`src/hdl/gcn_config.svh`:
```
`ifndef GCN_CONFIG_SVH
`define GCN_CONFIG_SVH

// graph size
`define GCN_NODES 6
`define GCN_EDGES 6

// feature memory has GCN_FEATS columns, read GCN_LANES at a time
`define GCN_FEATS 96
`define GCN_LANES 2
`define GCN_CLASSES 3

// raw feature / weight width
`define GCN_BW 5
// neighbour sum, holds GCN_NODES * (2**GCN_BW - 1)
`define GCN_AGG_W 8
// class score accumulator, sized so a full run never wraps
`define GCN_SCORE_W 21
// read address, covers GCN_FEATS / GCN_LANES reads
`define GCN_ADDR_W 6

`endif
```
`src/hdl/gcn_pkg.sv`:
```
`include "gcn_config.svh"

package gcn_pkg;

    //////////////////////////////////////////////////
    // graph input
    //////////////////////////////////////////////////

    // node ids start at 1, id 0 marks an unused edge slot
    typedef logic [2:0] node_id_t;

    typedef struct packed {
        node_id_t src;
        node_id_t dst;
    } edge_t;

    // edge list in coordinate form
    typedef edge_t [`GCN_EDGES-1:0] coo_t;

    // row i holds the neighbours of node i+1
    typedef logic [`GCN_NODES-1:0][`GCN_NODES-1:0] adj_mat_t;

    //////////////////////////////////////////////////
    // memory words
    //////////////////////////////////////////////////

    typedef logic [`GCN_BW-1:0] feat_t;

    // one feature read, indexed [lane][node]
    typedef feat_t [`GCN_LANES-1:0][`GCN_NODES-1:0] feat_word_t;
    // one weight read, indexed [lane][class]
    typedef feat_t [`GCN_LANES-1:0][`GCN_CLASSES-1:0] wt_word_t;

    //////////////////////////////////////////////////
    // datapath results
    //////////////////////////////////////////////////

    typedef logic [`GCN_AGG_W-1:0] agg_t;
    // aggregated features, indexed [lane][node]
    typedef agg_t [`GCN_LANES-1:0][`GCN_NODES-1:0] agg_word_t;

    typedef logic [`GCN_SCORE_W-1:0] score_t;
    // class scores, indexed [node][class]
    typedef score_t [`GCN_NODES-1:0][`GCN_CLASSES-1:0] score_mat_t;

    typedef logic [1:0] class_t;
    typedef class_t [`GCN_NODES-1:0] result_t;

endpackage

```
`src/hdl/gcn_adj_build.sv`:
```
`include "gcn_config.svh"

module gcn_adj_build (
    input  logic              clk,
    input  logic              rst_n,
    input  logic              run_start,
    input  gcn_pkg::coo_t     coo,
    output gcn_pkg::adj_mat_t adj,
    output logic              adj_done
);

    // captured edge list, only loaded at run start
    gcn_pkg::coo_t                   coo_q;
    gcn_pkg::edge_t                  cur;
    logic [$clog2(`GCN_EDGES)-1:0]   edge_idx;
    logic                            busy;
    logic                            last_edge;

    assign cur       = coo_q[edge_idx];
    assign last_edge = (edge_idx == ($clog2(`GCN_EDGES))'(`GCN_EDGES - 1));
    // high while the last edge is being merged
    assign adj_done  = busy && last_edge;

    always_ff @(posedge clk) begin
        if (run_start) begin
            coo_q <= coo;
        end
    end

    //////////////////////////////////////////////////
    // edge walk, one edge per cycle
    //////////////////////////////////////////////////
    always_ff @(posedge clk or negedge rst_n) begin
        if (!rst_n) begin
            busy     <= 1'b0;
            edge_idx <= '0;
            adj      <= '0;
        end else if (run_start) begin
            busy     <= 1'b1;
            edge_idx <= '0;
            adj      <= '0;
        end else if (busy) begin
            // zero id means empty slot, skip it
            // duplicates just set the same bits again
            if (cur.src != '0 && cur.dst != '0) begin
                adj[cur.src - 1'b1][cur.dst - 1'b1] <= 1'b1;
                adj[cur.dst - 1'b1][cur.src - 1'b1] <= 1'b1;
            end
            edge_idx <= edge_idx + 1'b1;
            if (last_edge) begin
                busy <= 1'b0;
            end
        end
    end

endmodule

```
`config.mk`:
```
export PLATFORM = sky130hd
export DESIGN_NAME = gcn_adj_build
export DESIGN_NICKNAME = d
export VERILOG_FILES = /design/src/hdl/gcn_pkg.sv /design/src/hdl/gcn_adj_build.sv
export VERILOG_INCLUDE_DIRS = /design/src /design/src/hdl
export SDC_FILE = /design/constraint.sdc
export NUM_CORES = 1
export LEC_CHECK = 0
export BUFFER_PORTS_ARGS = -buffer_cell sky130_fd_sc_hd__buf_4
export CAP_MARGIN = 30
export CORE_ASPECT_RATIO = 0.5
export CORE_MARGIN = 10
export CORE_UTILIZATION = 44
export DETAILED_ROUTE_END_ITERATION = 10
export MAX_ROUTING_LAYER = met4
export PLACE_DENSITY_LB_ADDON = 0.1
export SYNTH_ARGS = -nofsm -noshare
export SYNTH_HDL_FRONTEND = slang
export SYNTH_SLANG_ARGS = --single-unit
```
`constraint.sdc`:
```
create_clock -name clk -period 3.2 [get_ports clk]
set_input_delay 0.32 -clock clk [delete_from_list [all_inputs] [get_ports clk]]
set_output_delay 0.32 -clock clk [all_outputs]
set_load 0.005 [all_outputs]
```
# Word level (Yosys, flattened, before mapping)
# Index checks and enable logic that the tools add are counted.
totals:
  register_bits: 76
  in_bits: 39
  out_inout_bits: 37
  wordCells: 58
classes:
  addsub: 3
  order_cmp: 5
  n_eq_ne: 1
  n_mux: 18
  bitwise_logic: 2
  reduce_logical: 9
op_table:
  columns: ["op", "count"]
  rows:
  - ["$mux W36", 3]
  - ["$or A36 B36 Y36", 2]
  - ["$demux W6 S3", 2]
  - ["$bmux W6 S3", 1]
  - ["$mux W6", 3]
  - ["$lt A3 B4 Y1 const B", 3]
  - ["$demux W1 S3", 2]
  - ["$ge A3 B1 Y1 const B", 2]
  - ["$mux W3", 2]
  - ["$reduce_bool A3 Y1", 2]
  - ["$sub A3 B1 Y3 const B", 2]
  - ["$mux W1", 5]
  - ["$logic_and A1 B1 Y1", 4]
  - ["$reduce_bool A2 Y1", 2]
  - ["$add A3 B1 Y3 const B", 1]
  - ["$eq A3 B3 Y1 const B", 1]
  - ["$reduce_and A2 Y1", 1]

# Depth between registers and ports, before layout
# Gate-level depths: netlist (run 1).
depth:
  depth_word: 14
  mapped_depth: 13
  mapped_depth_nobuf: 11

# Worst setup path after synthesis (run 1)
# Ideal clock, no wire load.
synth_path:
  path_kind: "reg2reg"
  start: "reg edge_idx[0]"
  end: "reg adj[17] (netlist bit)"
  setup_time_ns: 0.065
  arrival_ns: 2.540
  required_time_ns: 3.135
  setup_slack_ns: 0.596
  stages_incl_launch_ff: 11
  path_buffers: 2
  synth_period_minus_slack_ns: 2.604
  path_cell_list: "dfrtp_1 > buf_6 > buf_6 > mux4_2 > mux2i_1 > ha_1 > ha_1 > nand2b_1 > nor3b_1 > a22o_1 > o21a_1"
synth_via:
  elab_chain_len: 14
  elab_cells_between_ends: 28
  classes_between: "add/sub: 2; order compare: 4; mux: 13; bitwise: 2; reduce/logical: 7"
synth_rtl:
  columns: ["element", "line", "source"]
  rows:
  - ["start, declared", "gcn_adj_build.sv:15", "logic [$clog2(`GCN_EDGES)-1:0] edge_idx;"]
  - ["start signal, assigned", "gcn_adj_build.sv:49", "edge_idx <= edge_idx + 1'b1;"]
  - ["$bmux W6 S3 *", "gcn_adj_build.sv:19", "assign cur = coo_q[edge_idx];"]
  - ["$mux W6 (implied by the code) *", "gcn_adj_build.sv:19", null]
  - ["$sub A3 B1 Y3", "gcn_adj_build.sv:46, gcn_adj_build.sv:47", null]
  - ["$lt A3 B4 Y1 (implied by the code) or $ge A3 B1 Y1 (tied branches)", "gcn_adj_build.sv:46, gcn_adj_build.sv:47", null]
  - ["$logic_and A1 B1 Y1 (implied by the code)", "gcn_adj_build.sv:46, gcn_adj_build.sv:47", null]
  - ["$mux W1 (implied by the code)", "gcn_adj_build.sv:46", "adj[cur.src - 1'b1][cur.dst - 1'b1] <= 1'b1;"]
  - ["$demux W1 S3", "gcn_adj_build.sv:46", null]
  - ["$mux W6 (implied by the code)", "gcn_adj_build.sv:46", null]
  - ["$demux W6 S3", "gcn_adj_build.sv:46", null]
  - ["$or A36 B36 Y36 (no source line) (2 in series)", null, null]
  - ["$mux W36", "gcn_adj_build.sv:45", "if (cur.src != '0 && cur.dst != '0) begin"]
  - ["$mux W36", "gcn_adj_build.sv:42", "end else if (busy) begin"]
  - ["$mux W36", "gcn_adj_build.sv:38", "end else if (run_start) begin"]
  - ["end signal, assigned", "gcn_adj_build.sv:37", "adj <= '0;"]
  - ["end signal, assigned by index", "gcn_adj_build.sv:46", null]
  - ["end signal, assigned by index", "gcn_adj_build.sv:47", "adj[cur.dst - 1'b1][cur.src - 1'b1] <= 1'b1;"]
  - ["end, declared", "gcn_adj_build.sv:8", "output gcn_pkg::adj_mat_t adj,"]
# Every way passes the cells marked *; elsewhere a longest branch is shown, timed or not. The select of a mux whose other input is x is not followed.
# A chain may end at the register's enable or synchronous reset.

# Worst setup path after layout (run 1)
layout_path:
  start: "reg edge_idx[1]"
  end: "reg adj[31] (netlist bit)"
# The elaborated chain is that of the path after synthesis.

==> run summary, run 1 <==
status = completed
crit share post-route = 92.2%
antenna violation net count after detailed routing = 0
Final Hold Fails = 0
Core ar. = 0.00727 mm2
hold path start = coo[22]
Synth Cell Area = 0.00326 mm2
RR Startpoint = edge_idx[1]
P_sw = 0.000769 W
routed wire length = 7150 um
hold path endpoint = coo_q[22]
Synth Register Bits = 76
CP max stage delay = 0.57 ns
clock share of power = 38.1%
r2r worst-path depth = 10
count of cell types in the netlist = 37
grt ovf = 0
largest net degree at the start of global routing = 60
die footprint = 0.0115 mm2
Multi-input gate area = 0.00101 mm2
ANT cells = 0
syn avg cell area = 13.2 um2
I/O Buffers = 75
initial core utilization = 44.8%
PnR worst setup slack = 0.250 ns
Worst R2R Setup Slack = 0.25 ns
CTS tree = yes
share of cells above drive strength 1 = 34.5%
clk sinks = 76
clk_lat worst skew = 0.34 ns
initial antenna violation count = 0
Critical Path End Type = flip-flop
max_cap viols = 0
Leak = 1.85 nW
Post-Synthesis Cells = 246
Tightest Pin Transition = 0.644 ns
Slowest-stage cell, CP = dfrtp_1
io pins = 76
pre-CTS setup slack = 0.302 ns
Slew Limit Fails = 0
part of the power in combinational logic = 21.7%
CP Cell Sequence = and2b_1 > a22oi_4 > ha_1 > ha_1 > inv_1 > a21oi_1 > a41o_1 > nor3b_1 > a22oi_1 > a21oi_1
number of CTS-inserted buffers = 9
Nets = 373
chip width = 142 um
drt wl/cell = 16.7 um
r2r endpoint = adj[31]
P_int = 0.00217 W
Worst Path Required = 3.45 ns
Fin Setup TNS = 0 ns
top cell family by delay on the critical path = compound AO/OA/AOI/OAI gates
1st-iter DRT viols = 119
post-CTS setup buffer count = 0
CP Buf/Inv Count = 1
RSZ-0062 raised after global routing = no
pwr/cell area = 690 mW/mm2
area grow syn2layout = 31.0%
Setup Viol. Count Final = 0
Cell Rows = 22
Fillers = 615
detailed-route via count = 2158
Tmin final = 2.95 ns
Root Driver = clkbuf_16
die height = 80.8 um
Hold WC Path Type = in -> reg
Slew Limit Headroom = 57.0%
Setup crit start kind = flip-flop
register area share after synthesis = 63.9%
worst path arrival time = 3.20 ns
Clock transition at path regs = 0.06 ns
WHS Path Cells = 1
Fmax = 0.339 GHz
Vias per Instance = 5.03
drt drc = 0
Seq pwr share = 40.2%
crit-path max FO = 11
Net Sw Frac = 26.1%
Yosys warnings = 0
placer congestion estimate = 0.818
Fin Clk Skew = 0.00461 ns
htree depth = 3
first-pass GRT wire length = 11400 um
Max Root-Sink Buffers = 2
FF+latch area = 0.00208 mm2
Global Route Usage Sum = 13.1%
crit path kind = reg -> reg
First-pass DRT Iterations = 4
syn nets = 291
vias in the first global route = 2208
peak supply drop = 0.000313 V
Post-DP HPWL = 5400 um
stage by stage:
step	util [%]	area (um2)	hold WS (ns)	instances	total power [W]
after global routing	58.7	4270	0.139	429	0.00309
final	58.7	4270	0.157	429	0.00294
after global placement	54.0	3920	0.315	412	0.00182
after floorplan	-	3260	0.0244	246	0.00159
after detailed placement	54.0	3920	0.328	412	0.00184
after CTS	58.7	4270	0.148	429	0.00297
how the worst max path moves through the flow:
stage | from | to | depth (start not counted)
floorplan | edge_idx[0] | adj[17] | 10
global placement | edge_idx[1] | adj[23] | 10
detailed placement | edge_idx[1] | adj[31] | 10
CTS | edge_idx[1] | adj[31] | 10
global route | edge_idx[1] | adj[30] | 10
finish | edge_idx[1] | adj[31] | 10
cell usage after synthesis (all sizes together):
master / count / share of area (%)
edfxtp: 36 / 33
o21ai: 1 / 0.15
nand2: 9 / 1.0
or3: 2 / 0.38
nand3: 1 / 0.15
a21oi: 33 / 5.3
mux4: 6 / 4.1
xor2: 3 / 0.81
a211oi: 1 / 0.23
inv: 29 / 3.3
nor2b: 1 / 0.19
dfrtp: 40 / 31
or4: 1 / 0.35
xnor2: 2 / 0.77
clkbuf: 5 / 0.58
and2b: 1 / 0.23
nor2: 18 / 2.1
mux2i: 6 / 1.8
nor3b: 3 / 1.0
o21a: 4 / 0.92
mux2: 5 / 1.8
and3: 2 / 0.38
a22oi: 13 / 4.3
a41o: 1 / 0.31
nand2b: 4 / 0.77
nor3: 6 / 1.1
buf: 5 / 1.1
a22o: 2 / 0.54
ha: 6 / 2.3
per-layer routing:
layer	track usage, %	up-vias	wire, um
met1	16.4	1045	3320
met3	5.82	9	496
met2	18.8	67	3240
met5	-	-	0
met4	4.26	0	89
li1	-	1037	-
power by group through the flow:
| stage | Combinational, W | Sequential [W] | Clock (W) |
|---|---|---|---|
| 2_1_floorplan | 0.000397 | 0.00119 | 0 |
| 4_1_cts | 0.000641 | 0.00119 | 0.00115 |
| 3_5_place_dp | 0.000637 | 0.00121 | 0 |
| 5_1_grt | 0.000703 | 0.00120 | 0.00119 |
| 3_3_place_gp | 0.000623 | 0.00120 | 0 |
| 6_report | 0.000639 | 0.00118 | 0.00112 |
kinds of logic (layout without fill, tap and decap cells):
family	Yosys count	in the layout	synth area share (%)
flops	76	76	63.9
compound gates	55	55	11.7
simple gates	48	48	7.64
buf+inv	39	126	5.03
mux	17	17	7.83
fa+ha+maj	6	6	2.30
xor+xnor	5	5	1.57
worst reg2reg max path, stage by stage (launching register included):
cell and delay (ns):
dfrtp_1 0.57, and2b_1 0.36, a22oi_4 0.19, ha_1 0.24, ha_1 0.17, inv_1 0.05
a21oi_1 0.06, a41o_1 0.30, nor3b_1 0.55, a22oi_1 0.19, a21oi_1 0.19
timing repair:
item / 4_1_cts / 5_1_grt
hold buffers: 1 / 0
endpoints found under the hold margin: 40 / 0
resized for setup: 0 / 0
state kept, by name (all words and copies together), names as in the netlist:
signal	cells
busy	1
coo_q	36
edge_idx	3
adj	36
layout by cell type (no fill, tap or decap), types with 3 or more instances in the layout:
master     instances
buf_4             80
dfrtp_1           40
edfxtp_1          36
a21oi_1           31
inv_1             29
nor2_1            18
a22oi_1           10
nand2_1            9
clkbuf_16          9
mux4_2             6
mux2i_1            6
ha_1               6
nor3_1             5
mux2_2             4
nand2b_1           4
o21a_1             4
a22oi_4            3
xor2_1             3
bufinv_16          3
layout make-up:
cell class / instances / area share (%)
well taps: 96 / 2.82
clock inverters: 5 / 2.35
repair buffers: 81 / 14.3
clock buffers: 11 / 5.45
flip-flops and latches: 76 / 48.8
multi-input cells: 131 / 23.7
inverters: 29 / 2.55
(Power assumes the default switching activity.)
==> run 2, diff against run 1 <==
==> constraint.sdc (replaced) <==
create_clock -name clk -period 2.7 [get_ports clk]
set_input_delay 0.27 -clock clk [delete_from_list [all_inputs] [get_ports clk]]
set_output_delay 0.27 -clock clk [all_outputs]
set_load 0.005 [all_outputs]
==> run 2 against run 1 <==
Against the previous run:
- register-to-register slack worse by 0.15 ns
- die area stayed put
- via count is 2.8% higher
- clock power is 7% lower
- total power is 15% higher
- combinational power is 50% higher
- critical endpoint is now adj[20]
==> run summary, run 2 (synthesis gave the netlist of run 1 again) <==
io pins = 76 (unchanged)
RR Startpoint = edge_idx[0]
max_cap viols = 0 (unchanged)
Global Route Usage Sum = 13.6% (+0.47 points)
drt drc = 0 (unchanged)
Worst Path Required = 2.96 ns (-0.49 ns)
chip width = 142 um (unchanged)
grt ovf = 0 (unchanged)
pre-CTS setup slack = -0.124 ns (-0.426 ns)
Multi-input gate area = 0.00117 mm2 (+16%)
dpl cell area = 0.00399 mm2 (+1.7%)
Critical Path End = adj[20]
detailed-route via count = 2218 (+2.8%)
area grow syn2layout = 36.6%
PnR worst setup slack = 0.101 ns (-0.149 ns)
placer congestion estimate = 0.817 (about the same)
largest net degree at the start of global routing = 67 (+12%)
clk_lat worst skew = 0.33 ns (about the same)
Post-DP HPWL = 5400 um (-0.17%)
die height = 80.8 um (unchanged)
status = completed
Nets = 385 (+3.2%)
Hold WC Path Type = in -> reg
First-pass DRT Iterations = 4 (unchanged)
Final Hold Fails = 0 (unchanged)
wire length on met1 = 3390 um (+1.9%)
most common cell after layout, fill and taps aside = buf_4
top routing layer used = met4
Clock transition at path regs = 0.06 ns (about the same)
crit share post-route = 96.3% (+4.1 points)
Fmax = 0.385 GHz (+13%)
Tightest Pin Transition = 0.741 ns (+0.0964 ns)
Vias per Instance = 5.02 (-0.24%)
routed length on met2 = 3400 um (+4.9%)
WL met3 = 595 um (+20%)
routed wire length = 7420 um (+3.8%)
htree depth = 3 (unchanged)
crit path launch = edge_idx[0]
1st-iter DRT viols = 127 (+6.7%)
Critical Path End Type = flip-flop
CTS tree = yes
die footprint = 0.0115 mm2 (unchanged)
Setup crit start kind = flip-flop
Cell Rows = 22 (unchanged)
commonest cells after routing, fill and taps aside = buf_4, dfrtp_1, edfxtp_1
worst path arrival time = 2.86 ns (-0.34 ns)
Fin Clk Skew = 0.00467 ns (+0.0000567 ns)
number of CTS-inserted buffers = 9 (unchanged)
vias in the first global route = 2328 (+5.4%)
post-route cell area = 0.00445 mm2 (+4.3%)
initial core utilization = 44.8% (unchanged)
clk sinks = 76 (unchanged)
Fillers = 567 (-7.8%)
first-pass GRT wire length = 11800 um (+3.8%)
share of cells above drive strength 1 = 42.9% (+8.4 points)
Setup Viol. Count Final = 0 (unchanged)
antenna violation net count after detailed routing = 0 (unchanged)
r2r worst-path depth = 11 (+1)
Slew Limit Fails = 0 (unchanged)
Root Driver = clkbuf_16
Top Registers = adj (36), coo_q (36), edge_idx (3)
Leak = 1.90 nW (+2.5%)
initial antenna violation count = 1 (+1)
Fin Setup TNS = 0 ns (unchanged)
FF+latch area = 0.00208 mm2 (about the same)
crit path kind = reg -> reg
peak supply drop = 0.000461 V (+47%)
final hold slack = 0.112 ns (-0.0451 ns)
drt wl/cell = 16.8 um (+0.71%)
Worst R2R Setup Slack = 0.10 ns (-0.15 ns)
Slew Limit Headroom = 50.6% (-6.4 points)
r2r endpoint = adj[20]
I/O Buffers = 75 (unchanged)
crit-path max FO = 8 (-3)
pwr/cell area = 764 mW/mm2 (+11%)
Core ar. = 0.00727 mm2 (unchanged)
Tmin final = 2.60 ns (-0.351 ns)
Max Root-Sink Buffers = 2 (unchanged)
==> run 2: cell count changes in the layout (fill, tap and decap cells not counted), sizes merged <==
| cell | change |
|---|---|
| clkbuf | +2 |
| buf | +12 |
| clkinv | +1 |
| bufinv | -3 |
| diode | +1 |
==> run 2: what timing repair did <==
item                                   4_1_cts  5_1_grt
buffers inserted                             0        3
setup endpoints to repair                   28       33
endpoints found under the hold margin       40        0
pin swaps                                    0        6
gates resized for setup                      5       29
hold buffers                                 1        0
==> run 2: per-layer routing <==
layer | GRT usage, % | vias to the layer above
met3 | 5.94 | 4
met4 | 3.96 | 0
met2 | 19.4 | 78
met5 | - | -
met1 | 17.2 | 1076
li1 | - | 1060
==> run 2: final cells by class <==
cell class                 instances  area share, %
clock inverter                     3          0.337
inverter                          29           2.45
clock buffer                      13           5.40
multi-input combinational        131           26.3
sequential                        76           46.8
antenna                            1         0.0562
timing repair buffer              93           15.9
tap                               96           2.70
==> run 2: through the flow <==
step / utilization, % / cells / power, W
floorplan: - / 246 / 0.00188
global placement: 54.9 / 421 / 0.00220
detailed placement: 54.9 / 421 / 0.00222
CTS: 58.8 / 438 / 0.00329
global route: 61.2 / 442 / 0.00358
finish: 61.2 / 442 / 0.00340
==> run 2: worst min path at each step <==
| stage | start | to | slack (ns) | cells after the start |
|---|---|---|---|---|
| after global placement | rst_n | adj[6] | 0.26 | 1 |
| after CTS | coo[14] | coo_q[14] | 0.1 | 1 |
| final | coo[5] | coo_q[5] | 0.11 | 1 |
| after floorplan | rst_n | adj[0] | -0.03 | 0 |
| after global routing | coo[14] | coo_q[14] | 0.1 | 1 |
| after detailed placement | rst_n | adj[1] | 0.28 | 1 |
==> run 2: critical path, cell delays in order (launching register included) <==
cell and delay (ns):
dfrtp_2 0.46, buf_6 0.13, mux4_2 0.31, mux2i_1 0.07
ha_2 0.18, ha_1 0.17, inv_1 0.07, a21oi_2 0.05
a41o_4 0.30, nand2b_1 0.19, or4_4 0.46, a21oi_2 0.15
==> run 2: where the power goes <==
group	switching, W	internal (W)	total [W]
clock network	0.000422	0.000618	0.00104
registers	0.0000616	0.00134	0.00140
logic	0.000510	0.000449	0.000960
total	0.000994	0.00241	0.00340
==> run 3, diff against run 2 <==
--- a/config.mk
+++ b/config.mk
@@ -11,6 +11,7 @@
 export CORE_ASPECT_RATIO = 0.5
 export CORE_MARGIN = 10
 export CORE_UTILIZATION = 44
+export CTS_BUF_LIST = sky130_fd_sc_hd__clkbuf_4
 export DETAILED_ROUTE_END_ITERATION = 10
 export MAX_ROUTING_LAYER = met4
 export PLACE_DENSITY_LB_ADDON = 0.1
==> run 3 against run 2 <==
Against the previous run:
- clock-buffer cell count stayed put
- die area stayed put
- clock skew is 0.0032 ns higher
- fmax is 0.68% higher
- flip-flop and latch count stayed put
- worst setup slack better by 0.017 ns
- sequential power hardly changed
- cell area is 5.1% higher
- sequential share of layout area is 2.3 points lower
- critical path depth stayed put
- hold slack worse by 0.039 ns
- highest routed layer unchanged
==> run summary, run 3 (synthesis gave the netlist of run 1 again) <==
status = completed
die height = 80.8 um (unchanged)
Tmin final = 2.58 ns (-0.0175 ns)
Slew Limit Headroom = 50.3% (-0.32 points)
Vias per Instance = 4.96 (-1.1%)
Final Non-Filler Cells = 478 (+8.1%)
Worst R2R Setup Slack = 0.12 ns (+0.02 ns)
grt ovf = 0 (unchanged)
commonest cells after routing, fill and taps aside = buf_4, dfrtp_1, dlygate4sd3_1
chip width = 142 um (unchanged)
clk sinks = 76 (unchanged)
io pins = 76 (unchanged)
Leak = 1.99 nW (+5.1%)
drt drc = 0 (unchanged)
Fin Clk Skew = 0.00789 ns (+0.00322 ns)
most common cell after layout, fill and taps aside = buf_4
crit-path max FO = 8 (unchanged)
max_cap viols = 0 (unchanged)
CP max stage delay = 0.47 ns (about the same)
r2r endpoint = adj[20]
crit share post-route = 95.6% (-0.65 points)
share of cells above drive strength 1 = 40.2% (-2.7 points)
detailed-route via count = 2373 (+7.0%)
CP Cell Sequence = buf_6 > mux4_2 > mux2i_1 > ha_2 > ha_1 > inv_1 > a21oi_2 > a41o_4 > nand2b_4 > or4_4 > a21oi_2
placer congestion estimate = 0.817 (unchanged)
WHS Path Cells = 2 (+1)
Tightest Pin Transition = 0.746 ns (+0.00476 ns)
r2r worst-path depth = 11 (unchanged)
RR Startpoint = edge_idx[0]
routed wire length = 7660 um (+3.2%)
Core ar. = 0.00727 mm2 (unchanged)
Slew Limit Fails = 0 (unchanged)
I/O Buffers = 75 (unchanged)
Worst Path Required = 3.06 ns (+0.10 ns)
DP Cell Count = 421 (unchanged)
Critical Path End Type = flip-flop
Final Hold Fails = 0 (unchanged)
largest net degree at the start of global routing = 67 (unchanged)
die footprint = 0.0115 mm2 (unchanged)
Max Root-Sink Buffers = 2 (unchanged)
Cell Rows = 22 (unchanged)
hold path endpoint = adj[20]
crit path kind = reg -> reg
clk_lat worst skew = 0.43 ns (+0.10 ns)
number of CTS-inserted buffers = 9 (unchanged)
peak supply drop = 0.000384 V (-17%)
Top Registers = adj (36), coo_q (36), edge_idx (3)
1st-iter DRT viols = 156 (+23%)
Fmax = 0.387 GHz (+0.68%)
drt wl/cell = 16.0 um (-4.5%)
most used cell, CP = a21oi_2
initial antenna violation count = 1 (unchanged)
First-pass DRT Iterations = 4 (unchanged)
Slowest-stage cell, CP = dfrtp_2
Hold WC Path Type = in -> reg
Fin Setup TNS = 0 ns (unchanged)
CTS tree = yes
Global Route Usage Sum = 14.3% (+0.70 points)
Setup crit start kind = flip-flop
Tot Pwr = 0.00300 W (-12%)
Root Driver = clkbuf_4
Setup Viol. Count Final = 0 (unchanged)
Clock transition at path regs = 0.11 ns (+0.05 ns)
initial core utilization = 44.8% (unchanged)
first-pass GRT wire length = 12500 um (+6.0%)
pwr/cell area = 642 mW/mm2 (-16%)
antenna violation net count after detailed routing = 0 (unchanged)
hold path start = run_start
vias in the first global route = 2456 (+5.5%)
Nets = 421 (+9.4%)
htree depth = 3 (unchanged)
worst path arrival time = 2.94 ns (+0.08 ns)
Post-DP HPWL = 5400 um (unchanged)
area grow syn2layout = 43.5%
-- run 3: cell types whose count changed in the layout (fill, tap and decap cells not counted), sizes merged --
cell         previous run  this run
dlygate4sd3             1        37
-- run 3: area by class of cell --
class	instances	area, um2
fill	532	2590
sequential	76	2080
multi-input combinational	131	1180
timing repair buffer	129	1070
tap	96	120
inverter	29	109
clock buffer	13	97.6
clock inverter	3	15.0
antenna	1	2.50
-- run 3: timing repair --
action	in CTS	in global routing
endpoints found under the hold margin	76	0
setup endpoints to repair	27	33
hold buffers	37	0
pin swaps	0	5
gates resized for setup	5	30
setup buffers	0	3
-- run 3: metal layers --
metal | track usage (%) | part of all wire (%) | up-vias | wire (um)
met3 | 6.52 | 6.8 | 10 | 521
met5 | - | 0 | - | 0
met1 | 17.6 | 45 | 1163 | 3460
li1 | - | - | 1133 | -
met4 | 3.65 | 1.0 | 0 | 80
met2 | 21.0 | 47 | 67 | 3590
-- run 3: stage by stage --
step | hold WS [ns] | worst slack [ns] | util, % | instance area (um2)
floorplan | -0.0256 | 0.0955 | - | 3260
CTS | 0.0340 | 0.00772 | 61.8 | 4490
finish | 0.0725 | 0.118 | 64.3 | 4670
detailed placement | 0.282 | -0.124 | 54.9 | 3990
global route | 0.0282 | -0.0409 | 64.3 | 4670
global placement | 0.263 | -0.0527 | 54.9 | 3990
-- run 3: power by group --
| part | leakage [nW] | internal, W | switching [W] |
|---|---|---|---|
| logic | 1.02 | 0.000490 | 0.000522 |
| clock network | 0.0715 | 0.000227 | 0.000366 |
| registers | 0.899 | 0.00134 | 0.0000608 |
-- run 3: how the worst max path moves through the flow --
stage                start      end  depth (start not counted)
2_1_floorplan  edge_idx[0]  adj[17]                         10
3_3_place_gp   edge_idx[0]  adj[31]                          8
3_5_place_dp   edge_idx[0]  adj[31]                          8
4_1_cts        edge_idx[0]  adj[23]                          8
5_1_grt        edge_idx[0]  adj[11]                          8
6_report       edge_idx[0]  adj[20]                         11
-- run 3: critical path: cells and delay by family (launching register included) --
kind                       cells  cell delay (ns)
DFF                            1             0.47
muxes                          2             0.38
adders and majority gates      2             0.35
and+or+nand+nor                2             0.61
buffers and inverters          2             0.20
AOI/OAI and AO/OA              3             0.52
